--- src/source/io_pkg.sv ---
// I/O subsystem package
// address, data width, I/O window and register bank constants shared by the
// bridge, the decoder, the register banks and the testbench
package io_pkg;

	// ====================
	// bus widths
	// ====================

	// byte address width on every bus of the subsystem
	localparam int ADR_W = 32;

	// wide data bus and its byte selects
	localparam int DAT_W = 64;
	localparam int SEL_W = 8;

	// lane bus carries one 32-bit half of the wide bus
	localparam int DAT32_W = 32;
	localparam int SEL32_W = 4;

	// ====================
	// I/O window
	// ====================

	// the top address bits must equal IO_BASE for the bridge to take a request
	localparam int IO_BASE_W = 12;
	localparam logic [IO_BASE_W-1:0] IO_BASE = 12'hFFD;

	// device field inside the window, one 4 KB page per device
	localparam int DEV_MSB = 19;
	localparam int DEV_LSB = 12;
	localparam logic [DEV_MSB-DEV_LSB:0] DEV_REG64 = 8'd0;
	localparam logic [DEV_MSB-DEV_LSB:0] DEV_REG32 = 8'd1;

	// words held by each register bank
	localparam int BANK_DEPTH = 16;

endpackage

--- src/source/io_bridge.sv ---
// two-port I/O bridge
// filters both requesters against the I/O window, arbitrates with port 1 first,
// and registers the winning request onto the 64-bit bus and the 32-bit lane bus
`timescale 1ns/1ps

module io_bridge (
	input  logic                        clk_i,
	input  logic                        rst_i,
	// port 1, the CPU data port
	input  logic                        s1_cyc_i,
	input  logic                        s1_stb_i,
	input  logic                        s1_we_i,
	input  logic [io_pkg::SEL_W-1:0]    s1_sel_i,
	input  logic [io_pkg::ADR_W-1:0]    s1_adr_i,
	input  logic [io_pkg::DAT_W-1:0]    s1_dat_i,
	output logic                        s1_ack_o,
	output logic [io_pkg::DAT_W-1:0]    s1_dat_o,
	// port 2, the second master
	input  logic                        s2_cyc_i,
	input  logic                        s2_stb_i,
	input  logic                        s2_we_i,
	input  logic [io_pkg::SEL_W-1:0]    s2_sel_i,
	input  logic [io_pkg::ADR_W-1:0]    s2_adr_i,
	input  logic [io_pkg::DAT_W-1:0]    s2_dat_i,
	output logic                        s2_ack_o,
	output logic [io_pkg::DAT_W-1:0]    s2_dat_o,
	// registered I/O bus
	output logic                        m_cyc_o,
	output logic                        m_stb_o,
	output logic                        m_we_o,
	output logic [io_pkg::SEL_W-1:0]    m_sel_o,
	output logic [io_pkg::ADR_W-1:0]    m_adr_o,
	output logic [io_pkg::DAT_W-1:0]    m_dat_o,
	output logic [io_pkg::SEL32_W-1:0]  m_sel32_o,
	output logic [io_pkg::ADR_W-1:0]    m_adr32_o,
	output logic [io_pkg::DAT32_W-1:0]  m_dat32_o,
	input  logic                        m_ack_i,
	input  logic [io_pkg::DAT_W-1:0]    m_dat_i
);

	typedef enum logic [1:0] {
		ST_IDLE,
		ST_WAIT_ACK,
		ST_WAIT_NACK
	} state_t;

	state_t                       state_q;
	// low when port 1 owns the outstanding cycle, high for port 2
	logic                         which_q;

	logic                         s1_hit;
	logic                         s2_hit;
	logic                         req_we;
	logic [io_pkg::SEL_W-1:0]     req_sel;
	logic [io_pkg::ADR_W-1:0]     req_adr;
	logic [io_pkg::DAT_W-1:0]     req_dat;
	logic                         req_upper;
	logic                         win_cyc;
	logic                         win_stb;

	// ====================
	// filter and arbitrate
	// ====================

	// a port only counts as requesting when its address falls in the I/O window
	assign s1_hit = s1_cyc_i &&
		(s1_adr_i[io_pkg::ADR_W-1 -: io_pkg::IO_BASE_W] == io_pkg::IO_BASE);
	assign s2_hit = s2_cyc_i &&
		(s2_adr_i[io_pkg::ADR_W-1 -: io_pkg::IO_BASE_W] == io_pkg::IO_BASE);

	// port 1 takes the bus whenever both ports hit in the same cycle
	assign req_we  = s1_hit ? s1_we_i  : s2_we_i;
	assign req_sel = s1_hit ? s1_sel_i : s2_sel_i;
	assign req_adr = s1_hit ? s1_adr_i : s2_adr_i;
	assign req_dat = s1_hit ? s1_dat_i : s2_dat_i;

	// any byte in the upper half steers the lane bus to the odd 32-bit word
	assign req_upper = |req_sel[io_pkg::SEL_W-1:io_pkg::SEL32_W];

	// strobes of whichever port owns the current cycle
	assign win_cyc = which_q ? s2_cyc_i : s1_cyc_i;
	assign win_stb = which_q ? s2_stb_i : s1_stb_i;

	// ====================
	// control FSM
	// ====================

	always_ff @(posedge clk_i) begin
		if (rst_i) begin
			state_q  <= ST_IDLE;
			which_q  <= 1'b0;
			m_cyc_o  <= 1'b0;
			m_stb_o  <= 1'b0;
			s1_ack_o <= 1'b0;
			s2_ack_o <= 1'b0;
		end else begin
			case (state_q)
				ST_IDLE: begin
					if (s1_hit || s2_hit) begin
						which_q <= !s1_hit;
						m_cyc_o <= 1'b1;
						m_stb_o <= 1'b1;
						state_q <= ST_WAIT_ACK;
					end
				end
				ST_WAIT_ACK: begin
					// an abort wins over a late ack so no ack reaches an idle port
					if (!win_cyc) begin
						m_cyc_o <= 1'b0;
						m_stb_o <= 1'b0;
						state_q <= ST_IDLE;
					end else if (m_ack_i) begin
						m_cyc_o  <= 1'b0;
						m_stb_o  <= 1'b0;
						s1_ack_o <= !which_q;
						s2_ack_o <= which_q;
						state_q  <= ST_WAIT_NACK;
					end
				end
				ST_WAIT_NACK: begin
					// hold the ack until the owning port lets go of stb
					if (!win_stb) begin
						s1_ack_o <= 1'b0;
						s2_ack_o <= 1'b0;
						state_q  <= ST_IDLE;
					end
				end
				default: begin
					state_q <= ST_IDLE;
				end
			endcase
		end
	end

	// ====================
	// request and return data
	// ====================

	always_ff @(posedge clk_i) begin
		if (state_q == ST_IDLE && (s1_hit || s2_hit)) begin
			m_we_o  <= req_we;
			m_sel_o <= req_sel;
			// upper bits are forced so devices can skip comparing them
			m_adr_o <= {io_pkg::IO_BASE, req_adr[io_pkg::ADR_W-io_pkg::IO_BASE_W-1:0]};
			m_dat_o <= req_dat;
			// lane form of the same request, bit 2 picks the half and bits 1:0 are zero
			m_sel32_o <= req_sel[io_pkg::SEL_W-1:io_pkg::SEL32_W] |
				req_sel[io_pkg::SEL32_W-1:0];
			m_adr32_o <= {io_pkg::IO_BASE, req_adr[io_pkg::ADR_W-io_pkg::IO_BASE_W-1:3],
				req_upper, 2'b00};
			m_dat32_o <= req_upper ? req_dat[io_pkg::DAT_W-1:io_pkg::DAT32_W] :
				req_dat[io_pkg::DAT32_W-1:0];
		end
	end

	// read data is captured only for the port that owns the cycle
	always_ff @(posedge clk_i) begin
		if (state_q == ST_WAIT_ACK && win_cyc && m_ack_i) begin
			if (which_q) begin
				s2_dat_o <= m_dat_i;
			end else begin
				s1_dat_o <= m_dat_i;
			end
		end
	end

endmodule

--- src/source/io_decoder.sv ---
// I/O window decoder
// selects a register bank from the device field of the registered bus, returns
// its ack and read data, and answers unclaimed devices with zero data
`timescale 1ns/1ps

module io_decoder (
	// registered bus from the bridge
	input  logic                        m_cyc_i,
	input  logic                        m_stb_i,
	input  logic                        m_we_i,
	input  logic [io_pkg::SEL_W-1:0]    m_sel_i,
	input  logic [io_pkg::ADR_W-1:0]    m_adr_i,
	input  logic [io_pkg::DAT_W-1:0]    m_dat_i,
	input  logic [io_pkg::SEL32_W-1:0]  m_sel32_i,
	input  logic [io_pkg::ADR_W-1:0]    m_adr32_i,
	input  logic [io_pkg::DAT32_W-1:0]  m_dat32_i,
	output logic                        m_ack_o,
	output logic [io_pkg::DAT_W-1:0]    m_dat_o,
	// 64-bit bank
	output logic                        r64_stb_o,
	output logic                        r64_we_o,
	output logic [io_pkg::SEL_W-1:0]    r64_sel_o,
	output logic [io_pkg::ADR_W-1:0]    r64_adr_o,
	output logic [io_pkg::DAT_W-1:0]    r64_dat_o,
	input  logic                        r64_ack_i,
	input  logic [io_pkg::DAT_W-1:0]    r64_dat_i,
	// 32-bit bank on the lane bus
	output logic                        r32_stb_o,
	output logic                        r32_we_o,
	output logic [io_pkg::SEL32_W-1:0]  r32_sel_o,
	output logic [io_pkg::ADR_W-1:0]    r32_adr_o,
	output logic [io_pkg::DAT32_W-1:0]  r32_dat_o,
	input  logic                        r32_ack_i,
	input  logic [io_pkg::DAT32_W-1:0]  r32_dat_i
);

	logic [io_pkg::DEV_MSB-io_pkg::DEV_LSB:0] dev;
	logic                                     hit64;
	logic                                     hit32;

	assign dev   = m_adr_i[io_pkg::DEV_MSB:io_pkg::DEV_LSB];
	assign hit64 = (dev == io_pkg::DEV_REG64);
	assign hit32 = (dev == io_pkg::DEV_REG32);

	// the wide bank sees the wide bus as it is
	assign r64_stb_o = m_cyc_i && m_stb_i && hit64;
	assign r64_we_o  = m_we_i;
	assign r64_sel_o = m_sel_i;
	assign r64_adr_o = m_adr_i;
	assign r64_dat_o = m_dat_i;

	// the narrow bank takes the lane form prepared by the bridge
	assign r32_stb_o = m_cyc_i && m_stb_i && hit32;
	assign r32_we_o  = m_we_i;
	assign r32_sel_o = m_sel32_i;
	assign r32_adr_o = m_adr32_i;
	assign r32_dat_o = m_dat32_i;

	// return path, a hole acks at once so the requester never hangs on it
	always_comb begin
		if (hit64) begin
			m_ack_o = r64_ack_i;
			m_dat_o = r64_dat_i;
		end else if (hit32) begin
			m_ack_o = r32_ack_i;
			// the narrow word shows up in both halves so either lane reads it
			m_dat_o = {r32_dat_i, r32_dat_i};
		end else begin
			// anything else in the window belongs to nobody
			m_ack_o = m_cyc_i && m_stb_i;
			m_dat_o = '0;
		end
	end

endmodule

--- src/source/io_reg_bank.sv ---
// byte-writable register bank device
// a small register file with one wait state, sized by the word type it holds
`timescale 1ns/1ps

module io_reg_bank #(
	parameter type word_t = logic [io_pkg::DAT_W-1:0]
) (
	input  logic                      clk_i,
	input  logic                      rst_i,
	input  logic                      stb_i,
	input  logic                      we_i,
	input  logic [$bits(word_t)/8-1:0] sel_i,
	input  logic [io_pkg::ADR_W-1:0]  adr_i,
	input  word_t                     dat_i,
	output logic                      ack_o,
	output word_t                     dat_o
);

	// ====================
	// geometry
	// ====================

	// byte lanes in one word
	localparam int SEL_N   = $bits(word_t) / 8;
	// lowest address bit that picks a word
	localparam int ADR_LSB = $clog2(SEL_N);
	// bits needed to index BANK_DEPTH words
	localparam int IDX_W   = $clog2(io_pkg::BANK_DEPTH);

	word_t              mem [io_pkg::BANK_DEPTH];
	logic [IDX_W-1:0]   idx;
	logic               wait_q;

	assign idx = adr_i[ADR_LSB +: IDX_W];

	// ====================
	// handshake
	// ====================

	// stb rises, one wait cycle passes, then ack rises and is held while stb stays high
	always_ff @(posedge clk_i) begin
		if (rst_i) begin
			wait_q <= 1'b0;
			ack_o  <= 1'b0;
		end else if (!stb_i) begin
			wait_q <= 1'b0;
			ack_o  <= 1'b0;
		end else if (!wait_q && !ack_o) begin
			wait_q <= 1'b1;
		end else if (wait_q) begin
			wait_q <= 1'b0;
			ack_o  <= 1'b1;
		end
	end

	// ====================
	// storage
	// ====================

	// the write lands on the same edge that raises ack
	always_ff @(posedge clk_i) begin
		if (rst_i) begin
			for (int w = 0; w < io_pkg::BANK_DEPTH; w++) begin
				mem[w] <= '0;
			end
		end else if (stb_i && we_i && wait_q) begin
			for (int b = 0; b < SEL_N; b++) begin
				if (sel_i[b]) begin
					mem[idx][b*8 +: 8] <= dat_i[b*8 +: 8];
				end
			end
		end
	end

	// read data is only valid while ack is up
	assign dat_o = ack_o ? mem[idx] : '0;

endmodule

--- src/source/io_subsystem.sv ---
// I/O bridge subsystem top level
// two requesters reach a 64-bit and a 32-bit register bank through the bridge
// and the window decoder
`timescale 1ns/1ps

module io_subsystem (
	input  logic                      clk_i,
	input  logic                      rst_i,
	input  logic                      s1_cyc_i,
	input  logic                      s1_stb_i,
	input  logic                      s1_we_i,
	input  logic [io_pkg::SEL_W-1:0]  s1_sel_i,
	input  logic [io_pkg::ADR_W-1:0]  s1_adr_i,
	input  logic [io_pkg::DAT_W-1:0]  s1_dat_i,
	output logic                      s1_ack_o,
	output logic [io_pkg::DAT_W-1:0]  s1_dat_o,
	input  logic                      s2_cyc_i,
	input  logic                      s2_stb_i,
	input  logic                      s2_we_i,
	input  logic [io_pkg::SEL_W-1:0]  s2_sel_i,
	input  logic [io_pkg::ADR_W-1:0]  s2_adr_i,
	input  logic [io_pkg::DAT_W-1:0]  s2_dat_i,
	output logic                      s2_ack_o,
	output logic [io_pkg::DAT_W-1:0]  s2_dat_o
);

	// ====================
	// registered I/O bus
	// ====================

	logic                        io_cyc;
	logic                        io_stb;
	logic                        io_we;
	logic [io_pkg::SEL_W-1:0]    io_sel;
	logic [io_pkg::ADR_W-1:0]    io_adr;
	logic [io_pkg::DAT_W-1:0]    io_dat_w;
	logic [io_pkg::SEL32_W-1:0]  io_sel32;
	logic [io_pkg::ADR_W-1:0]    io_adr32;
	logic [io_pkg::DAT32_W-1:0]  io_dat32_w;
	logic                        io_ack;
	logic [io_pkg::DAT_W-1:0]    io_dat_r;

	// ====================
	// bank links
	// ====================

	logic                        r64_stb;
	logic                        r64_we;
	logic [io_pkg::SEL_W-1:0]    r64_sel;
	logic [io_pkg::ADR_W-1:0]    r64_adr;
	logic [io_pkg::DAT_W-1:0]    r64_dat_w;
	logic                        r64_ack;
	logic [io_pkg::DAT_W-1:0]    r64_dat_r;
	logic                        r32_stb;
	logic                        r32_we;
	logic [io_pkg::SEL32_W-1:0]  r32_sel;
	logic [io_pkg::ADR_W-1:0]    r32_adr;
	logic [io_pkg::DAT32_W-1:0]  r32_dat_w;
	logic                        r32_ack;
	logic [io_pkg::DAT32_W-1:0]  r32_dat_r;

	io_bridge i_io_bridge (
		.clk_i     (clk_i),
		.rst_i     (rst_i),
		.s1_cyc_i  (s1_cyc_i),
		.s1_stb_i  (s1_stb_i),
		.s1_we_i   (s1_we_i),
		.s1_sel_i  (s1_sel_i),
		.s1_adr_i  (s1_adr_i),
		.s1_dat_i  (s1_dat_i),
		.s1_ack_o  (s1_ack_o),
		.s1_dat_o  (s1_dat_o),
		.s2_cyc_i  (s2_cyc_i),
		.s2_stb_i  (s2_stb_i),
		.s2_we_i   (s2_we_i),
		.s2_sel_i  (s2_sel_i),
		.s2_adr_i  (s2_adr_i),
		.s2_dat_i  (s2_dat_i),
		.s2_ack_o  (s2_ack_o),
		.s2_dat_o  (s2_dat_o),
		.m_cyc_o   (io_cyc),
		.m_stb_o   (io_stb),
		.m_we_o    (io_we),
		.m_sel_o   (io_sel),
		.m_adr_o   (io_adr),
		.m_dat_o   (io_dat_w),
		.m_sel32_o (io_sel32),
		.m_adr32_o (io_adr32),
		.m_dat32_o (io_dat32_w),
		.m_ack_i   (io_ack),
		.m_dat_i   (io_dat_r)
	);

	io_decoder i_io_decoder (
		.m_cyc_i   (io_cyc),
		.m_stb_i   (io_stb),
		.m_we_i    (io_we),
		.m_sel_i   (io_sel),
		.m_adr_i   (io_adr),
		.m_dat_i   (io_dat_w),
		.m_sel32_i (io_sel32),
		.m_adr32_i (io_adr32),
		.m_dat32_i (io_dat32_w),
		.m_ack_o   (io_ack),
		.m_dat_o   (io_dat_r),
		.r64_stb_o (r64_stb),
		.r64_we_o  (r64_we),
		.r64_sel_o (r64_sel),
		.r64_adr_o (r64_adr),
		.r64_dat_o (r64_dat_w),
		.r64_ack_i (r64_ack),
		.r64_dat_i (r64_dat_r),
		.r32_stb_o (r32_stb),
		.r32_we_o  (r32_we),
		.r32_sel_o (r32_sel),
		.r32_adr_o (r32_adr),
		.r32_dat_o (r32_dat_w),
		.r32_ack_i (r32_ack),
		.r32_dat_i (r32_dat_r)
	);

	// wide bank on the 64-bit bus
	io_reg_bank #(
		.word_t (logic [io_pkg::DAT_W-1:0])
	) i_reg64 (
		.clk_i (clk_i),
		.rst_i (rst_i),
		.stb_i (r64_stb),
		.we_i  (r64_we),
		.sel_i (r64_sel),
		.adr_i (r64_adr),
		.dat_i (r64_dat_w),
		.ack_o (r64_ack),
		.dat_o (r64_dat_r)
	);

	// narrow bank on the lane bus
	io_reg_bank #(
		.word_t (logic [io_pkg::DAT32_W-1:0])
	) i_reg32 (
		.clk_i (clk_i),
		.rst_i (rst_i),
		.stb_i (r32_stb),
		.we_i  (r32_we),
		.sel_i (r32_sel),
		.adr_i (r32_adr),
		.dat_i (r32_dat_w),
		.ack_o (r32_ack),
		.dat_o (r32_dat_r)
	);

endmodule

--- config.mk ---
export PLATFORM = sky130hd
export DESIGN_NAME = io_subsystem
export DESIGN_NICKNAME = d
export VERILOG_FILES = /design/src/source/io_pkg.sv /design/src/source/io_bridge.sv /design/src/source/io_decoder.sv /design/src/source/io_reg_bank.sv /design/src/source/io_subsystem.sv
export SDC_FILE = /design/constraint.sdc
export NUM_CORES = 2
export LEC_CHECK = 0
export BUFFER_PORTS_ARGS = -buffer_cell sky130_fd_sc_hd__clkbuf_2
export CORE_MARGIN = 8
export CORE_UTILIZATION = 60
export DETAILED_ROUTE_END_ITERATION = 7
export GPL_TIMING_DRIVEN = 1
export PLACE_DENSITY = 0.78
export SLEW_MARGIN = 20
export SYNTH_ARGS = -nofsm -noshare
export SYNTH_HDL_FRONTEND = slang
export SYNTH_SLANG_ARGS = --single-unit
export TNS_END_PERCENT = 10
--- constraint.sdc ---
create_clock -name clk_i -period 10.3 [get_ports clk_i]
set_clock_uncertainty 0.2 [all_clocks]
set_input_delay 1.545 -clock clk_i [delete_from_list [all_inputs] [get_ports clk_i]]
set_output_delay 1.545 -clock clk_i [all_outputs]
set_load 0.1 [all_outputs]
======== After elaboration in Yosys (flattened, before gate mapping) ========
Memory sizes are Yosys's and may differ from the RTL's. A register that Yosys moved wholly into a read port is not among the register bits.
Cells that the tools add are included.
storage, ports and cells
  register bits after elaboration ......... 271
  bits in latches ......................... 0
  memory bits (writable) .................. 1536
  memory bits (read-only) ................. 0
  input port bits ......................... 216
  output and inout bits ................... 130
  logic and storage cells ................. 162
  memories kept ........................... 2
memory list
  memory       depth  bits a word  read ports  clocked after Yosys merged registers in  write ports  line               source
  i_reg64.mem  16     64           1           1                                        16           io_reg_bank.sv:30  word_t mem [io_pkg::BANK_DEPTH];
  i_reg32.mem  16     32           1           1                                        16           io_reg_bank.sv:30
operators by class
  add/sub/neg operators ................... 0
  multiply operators ...................... 0
  divide/modulo/power cells ............... 0
  magnitude comparators ................... 0
  eq/ne operators ......................... 10
  shifts and indexed selects .............. 0
  muxes and demuxes ....................... 89
  bitwise logic cells ..................... 6
  reductions and logical operators ........ 37
operators with widths
  cell                    number
  $mux W64                5
  $mux W32                3
  $mux W1                 65
  $reduce_or A64 Y1       1
  $reduce_or A32 Y1       1
  $eq A12 B12 Y1 const B  2
  $mux W20                1
  $mux W4                 5
  $mux W8                 2
  $logic_and A1 B1 Y1     13
  $reduce_and A2 Y1       5
  $eq A8 B1 Y1 const B    1
  $logic_not A8 Y1        1
  $mux W2                 4
  $logic_not A1 Y1        6
  $ne A2 B1 Y1 const B    3
  $pmux W1 S2             3
  $pmux W2 S3             1
  $reduce_and A3 Y1       2
  $not A1 Y1              5
  $or A4 B4 Y4            1
  $reduce_and A4 Y1       1
  $reduce_bool A2 Y1      2
  $reduce_or A2 Y1        2
  7 further kinds         7

======== Logic depth before layout (Yosys ltp) ========
  word-level depth ........................ 9
  gate-level depth with buffers ........... 8
  gate-level depth less buffers ........... 5

======== By module ========
Synthesis repeated with hierarchy kept, for this count alone.
unflattened totals
  cells, all modules ...................... 5788
  area total of the unflattened synthesis .. 85757.2 µm²
by module, submodules not included
  module                 instances  cells each  area an instance (µm²)  seq. area each (µm²)
  io_reg_bank (i_reg64)  1          3204        48836.8                 30789.5
  io_reg_bank (i_reg32)  1          1615        24021.8                 15414.8
  io_bridge              1          608         10640.2                 7867.5
  io_decoder             1          361         2258.4                  0.0

======== Worst setup path before layout ========
Ideal clock, no wire load.
  path kind ............................... input -> register
  start point ............................. input s1_adr_i[21] (netlist bit)
  end point ............................... register (tool-made name)
  library setup time ...................... 0.139 ns
  arrival ................................. 5.772 ns
  required time ........................... 9.961 ns
  setup slack ............................. 4.190 ns
  stages on the path ...................... 6
  path buffers ............................ 1
  path through ............................ nand4b_1 > nor4_1 > buf_2 > o21ai_0 > clkinv_1 > mux2_2
RTL lines
  what             line                source
  start, declared  io_subsystem.sv:13  input logic [io_pkg::ADR_W-1:0] s1_adr_i,

==> flow_metrics.tcl <==
set metrics [dict create \
    outcome "finished clean" \
    fin_crit_sh_pct 45.6 \
    wirelength_mm 210 \
    post_dp_cell_area_um2 84500 \
    die_w_um 385 \
    avgSynthCellArea_um2 15.8 \
    layout_common_cells "1786 x edfxtp_1, 1056 x and3_1, 480 x and2_1" \
    cts_buffers 178 \
    die_y_um 385 \
    path_cells "buf_4, nor2b_4, buf_4, a22oi_1, o21ai_0, o221ai_1" \
    ys_async_sr_fraction_pct 0 \
    syn-num-nets 5396 \
    cp_slowest_cell "buf_4" \
    layout_commonest_cell "edfxtp_1" \
    hold_viol 0 \
    max-slew-margin-rel_pct 19.4 \
    ys.flop_type "edfxtp_1" \
    wl_per_cell_um 29.3 \
    cts_tree "built" \
    fin_util_pct 66.6 \
    grt_max_degree 145 \
    drcViolationCount 0 \
    yosys-top-cells-area "edfxtp_1 65%, mux4_2 8.8%, and3_1 8.1%" \
    power_mw 15.1 \
    synthCells 5180 \
    p_leak_nw 37.1 \
    yosysSeqAreaShare_pct 65.8 \
    rsz0062_at_grt "false" \
    clock_path_buffers 3 \
    antenna_found_initial 15 \
    worst_pin_slew_ns 1.21 \
    nets 5446 \
    synth-edff-count 1786 \
    vdd_drop_max_mv 0.165 \
    dp_hpwl_mm 136 \
    yosys.area.top_type_share_pct 65.5 \
    cp_slowest_stage_delay_ns 0.77 \
    yosysWarningCount 0 \
    io_pins 346 \
    endpoint_kind "register" \
    cts-resized-gates 0 \
    synth_top_area_cell "edfxtp_1" \
    finalCriticalPeriod_ns 4.70 \
    root_buffer "clkbuf_16" \
    holdCritPathClass "register to register" \
    ctsHoldBuffers 0 \
    criticalPathCategory "register to register" \
    fmax_mhz 213 \
    start_util_pct 60.5 \
    coreArea_um2 135000 \
    drive_gt1_share_pct 23.1 \
    cp.required_ns 10.50 \
    via_count 47100 \
    cp_max_fo 52 \
    final_antenna_net_count 0 \
    maxCapViolCount 0 \
    clk_latency_ns 0.83 \
    cp_data_arrival_time_ns 4.90 \
    post_cts_buffers 0 \
    cp_common_cell "buf_4" \
    stdcell_count 7162 \
    grt_pass1_vias 47300 \
    cts_max_level 4 \
    powerDensity_nw_per_um2 167 \
    ys_ff_latch 1801 \
    tns_ns 0 \
    row_count 135 \
    syn_to_final_growth_pct 10.2 \
    ys_types 46 \
    drt_iter0_markers 5907 \
    drtPass1Iterations 6 \
    grt_util_all_layers_pct 27.9 \
    syn_area_um2 81900 \
    clk_pin_slew_ns 0.06 \
    finalSetupViolCount 0 \
    grt_overflow_total 0 \
    grt_pass1_wl_mm 305 \
    fin_area_um2 90300 \
    gp_congestion 0.864 \
    cts.sinks 1801 \
    numPortBuffers 329 \
    drv_slew 0 \
    die-area_um2 149000 \
    crit_path_start_kind "register" \
    avgViaCountPerCell 6.58 \
    place_inst 6828 \
]
## Yosys cell counts (2+ instances only)
library cell and number:
inv_1 9, or2_2 37, or4_4 2, nand4b_1 2
a21oi_1 2, buf_12 3, edfxtp_1 1786, nand2b_1 8
o221ai_1 63, or4_1 2, nand3_1 8, mux2i_1 261
clkbuf_1 429, nor2b_1 6, nand2_1 17, or2_1 30
buf_4 2, o22a_1 32, nor4_1 5, a21o_1 132
a22oi_1 64, and2_1 481, nor4_4 61, nor3b_1 3
nor3_1 9, and3_1 1064, o21ai_0 65, buf_6 2
nor2_1 21, dfxtp_1 15, buf_1 54, buf_2 46
mux4_2 320, nor3_4 4, nand4_1 3, mux2_2 122
## worst max-delay path, delay by kind of cell, from the launching register on
family | cells | cell delay, ns
DFF | 1 | 0.73
AOI/OAI and AO/OA | 3 | 0.95
buffers and inverters | 2 | 1.49
and+or+nand+nor | 1 | 0.75
## registers in the layout, summed over array words and instances (netlist names), named ones only
name	cells
i_io_bridge.state_q	2
i_reg32.mem	512
i_io_bridge.m_dat_o	64
i_io_bridge.m_adr32_o	1
i_reg64.wait_q	1
i_reg64.ack_o	1
i_io_bridge.m_dat32_o	32
i_io_bridge.m_cyc_o	1
i_io_bridge.s1_dat_o	64
i_io_bridge.s2_ack_o	1
i_io_bridge.which_q	1
i_io_bridge.m_sel32_o	4
i_io_bridge.m_adr_o	12
i_reg32.wait_q	1
i_reg32.ack_o	1
i_io_bridge.s1_ack_o	1
i_io_bridge.m_sel_o	8
i_io_bridge.m_we_o	1
i_io_bridge.s2_dat_o	64
i_reg64.mem	1024
## routing by layer
layer	wire (um)	up-vias	GRT usage, %
met1	75900	23600	36.0
met5	55	-	0
met4	9170	6	12.4
met2	102000	2650	45.4
met3	22600	413	6.58
li1	-	20400	-
## stage by stage
stage | hold WS [ns] | setup slack [ns]
final | 0.253 | 5.60
after global routing | 0.280 | 5.51
after CTS | 0.256 | 5.72
after detailed placement | 0.236 | 4.95
after global placement | 0.227 | 4.76
after floorplan | 0.214 | 4.19
## cell type report
| type | instances | area, um2 |
|---|---|---|
| Antenna cell | 8 | 20.0 |
| Clock buffer | 232 | 4700 |
| Clock inverter | 91 | 1000 |
| Fill cell | 8918 | 45200 |
| Inverter | 10 | 47.5 |
| Multi-Input combinational cell | 2833 | 26000 |
| Sequential cell | 1801 | 53900 |
| Tap cell | 1781 | 2230 |
| Timing Repair Buffer | 406 | 2300 |
## logic make-up (layout without fill, tap and decap cells)
kind of cell    Yosys count  in the layout  synth area share [%]
compound gates          364            364                  3.28
buf+inv                 546            739                  2.66
flops                  1801           1801                  65.8
mux                     703            703                  13.7
other cells               0              8                     0
simple gates           1766           1766                  14.5
## path summary, 6_finish.rpt
| path | from | end | slack, ns | cells past startpoint |
|---|---|---|---|---|
| worst max-delay path | register | i_io_bridge.s2_dat_o[61] | 5.60 | 6 |
| worst min-delay path | i_reg64.wait_q | i_reg64.wait_q | 0.25 | 1 |
| worst max register to register | register | i_io_bridge.s2_dat_o[61] | 5.60 | 6 |
| worst min register to register | i_reg64.wait_q | i_reg64.wait_q | 0.25 | 1 |
## power by group
part           leakage (nW)  switching [mW]  total, mW  internal [mW]
clock network          2.75            2.80       6.41           3.61
logic                  15.9           0.241      0.388          0.147
registers              18.4          0.0562       8.28           8.23
(Power assumes the default switching activity.)
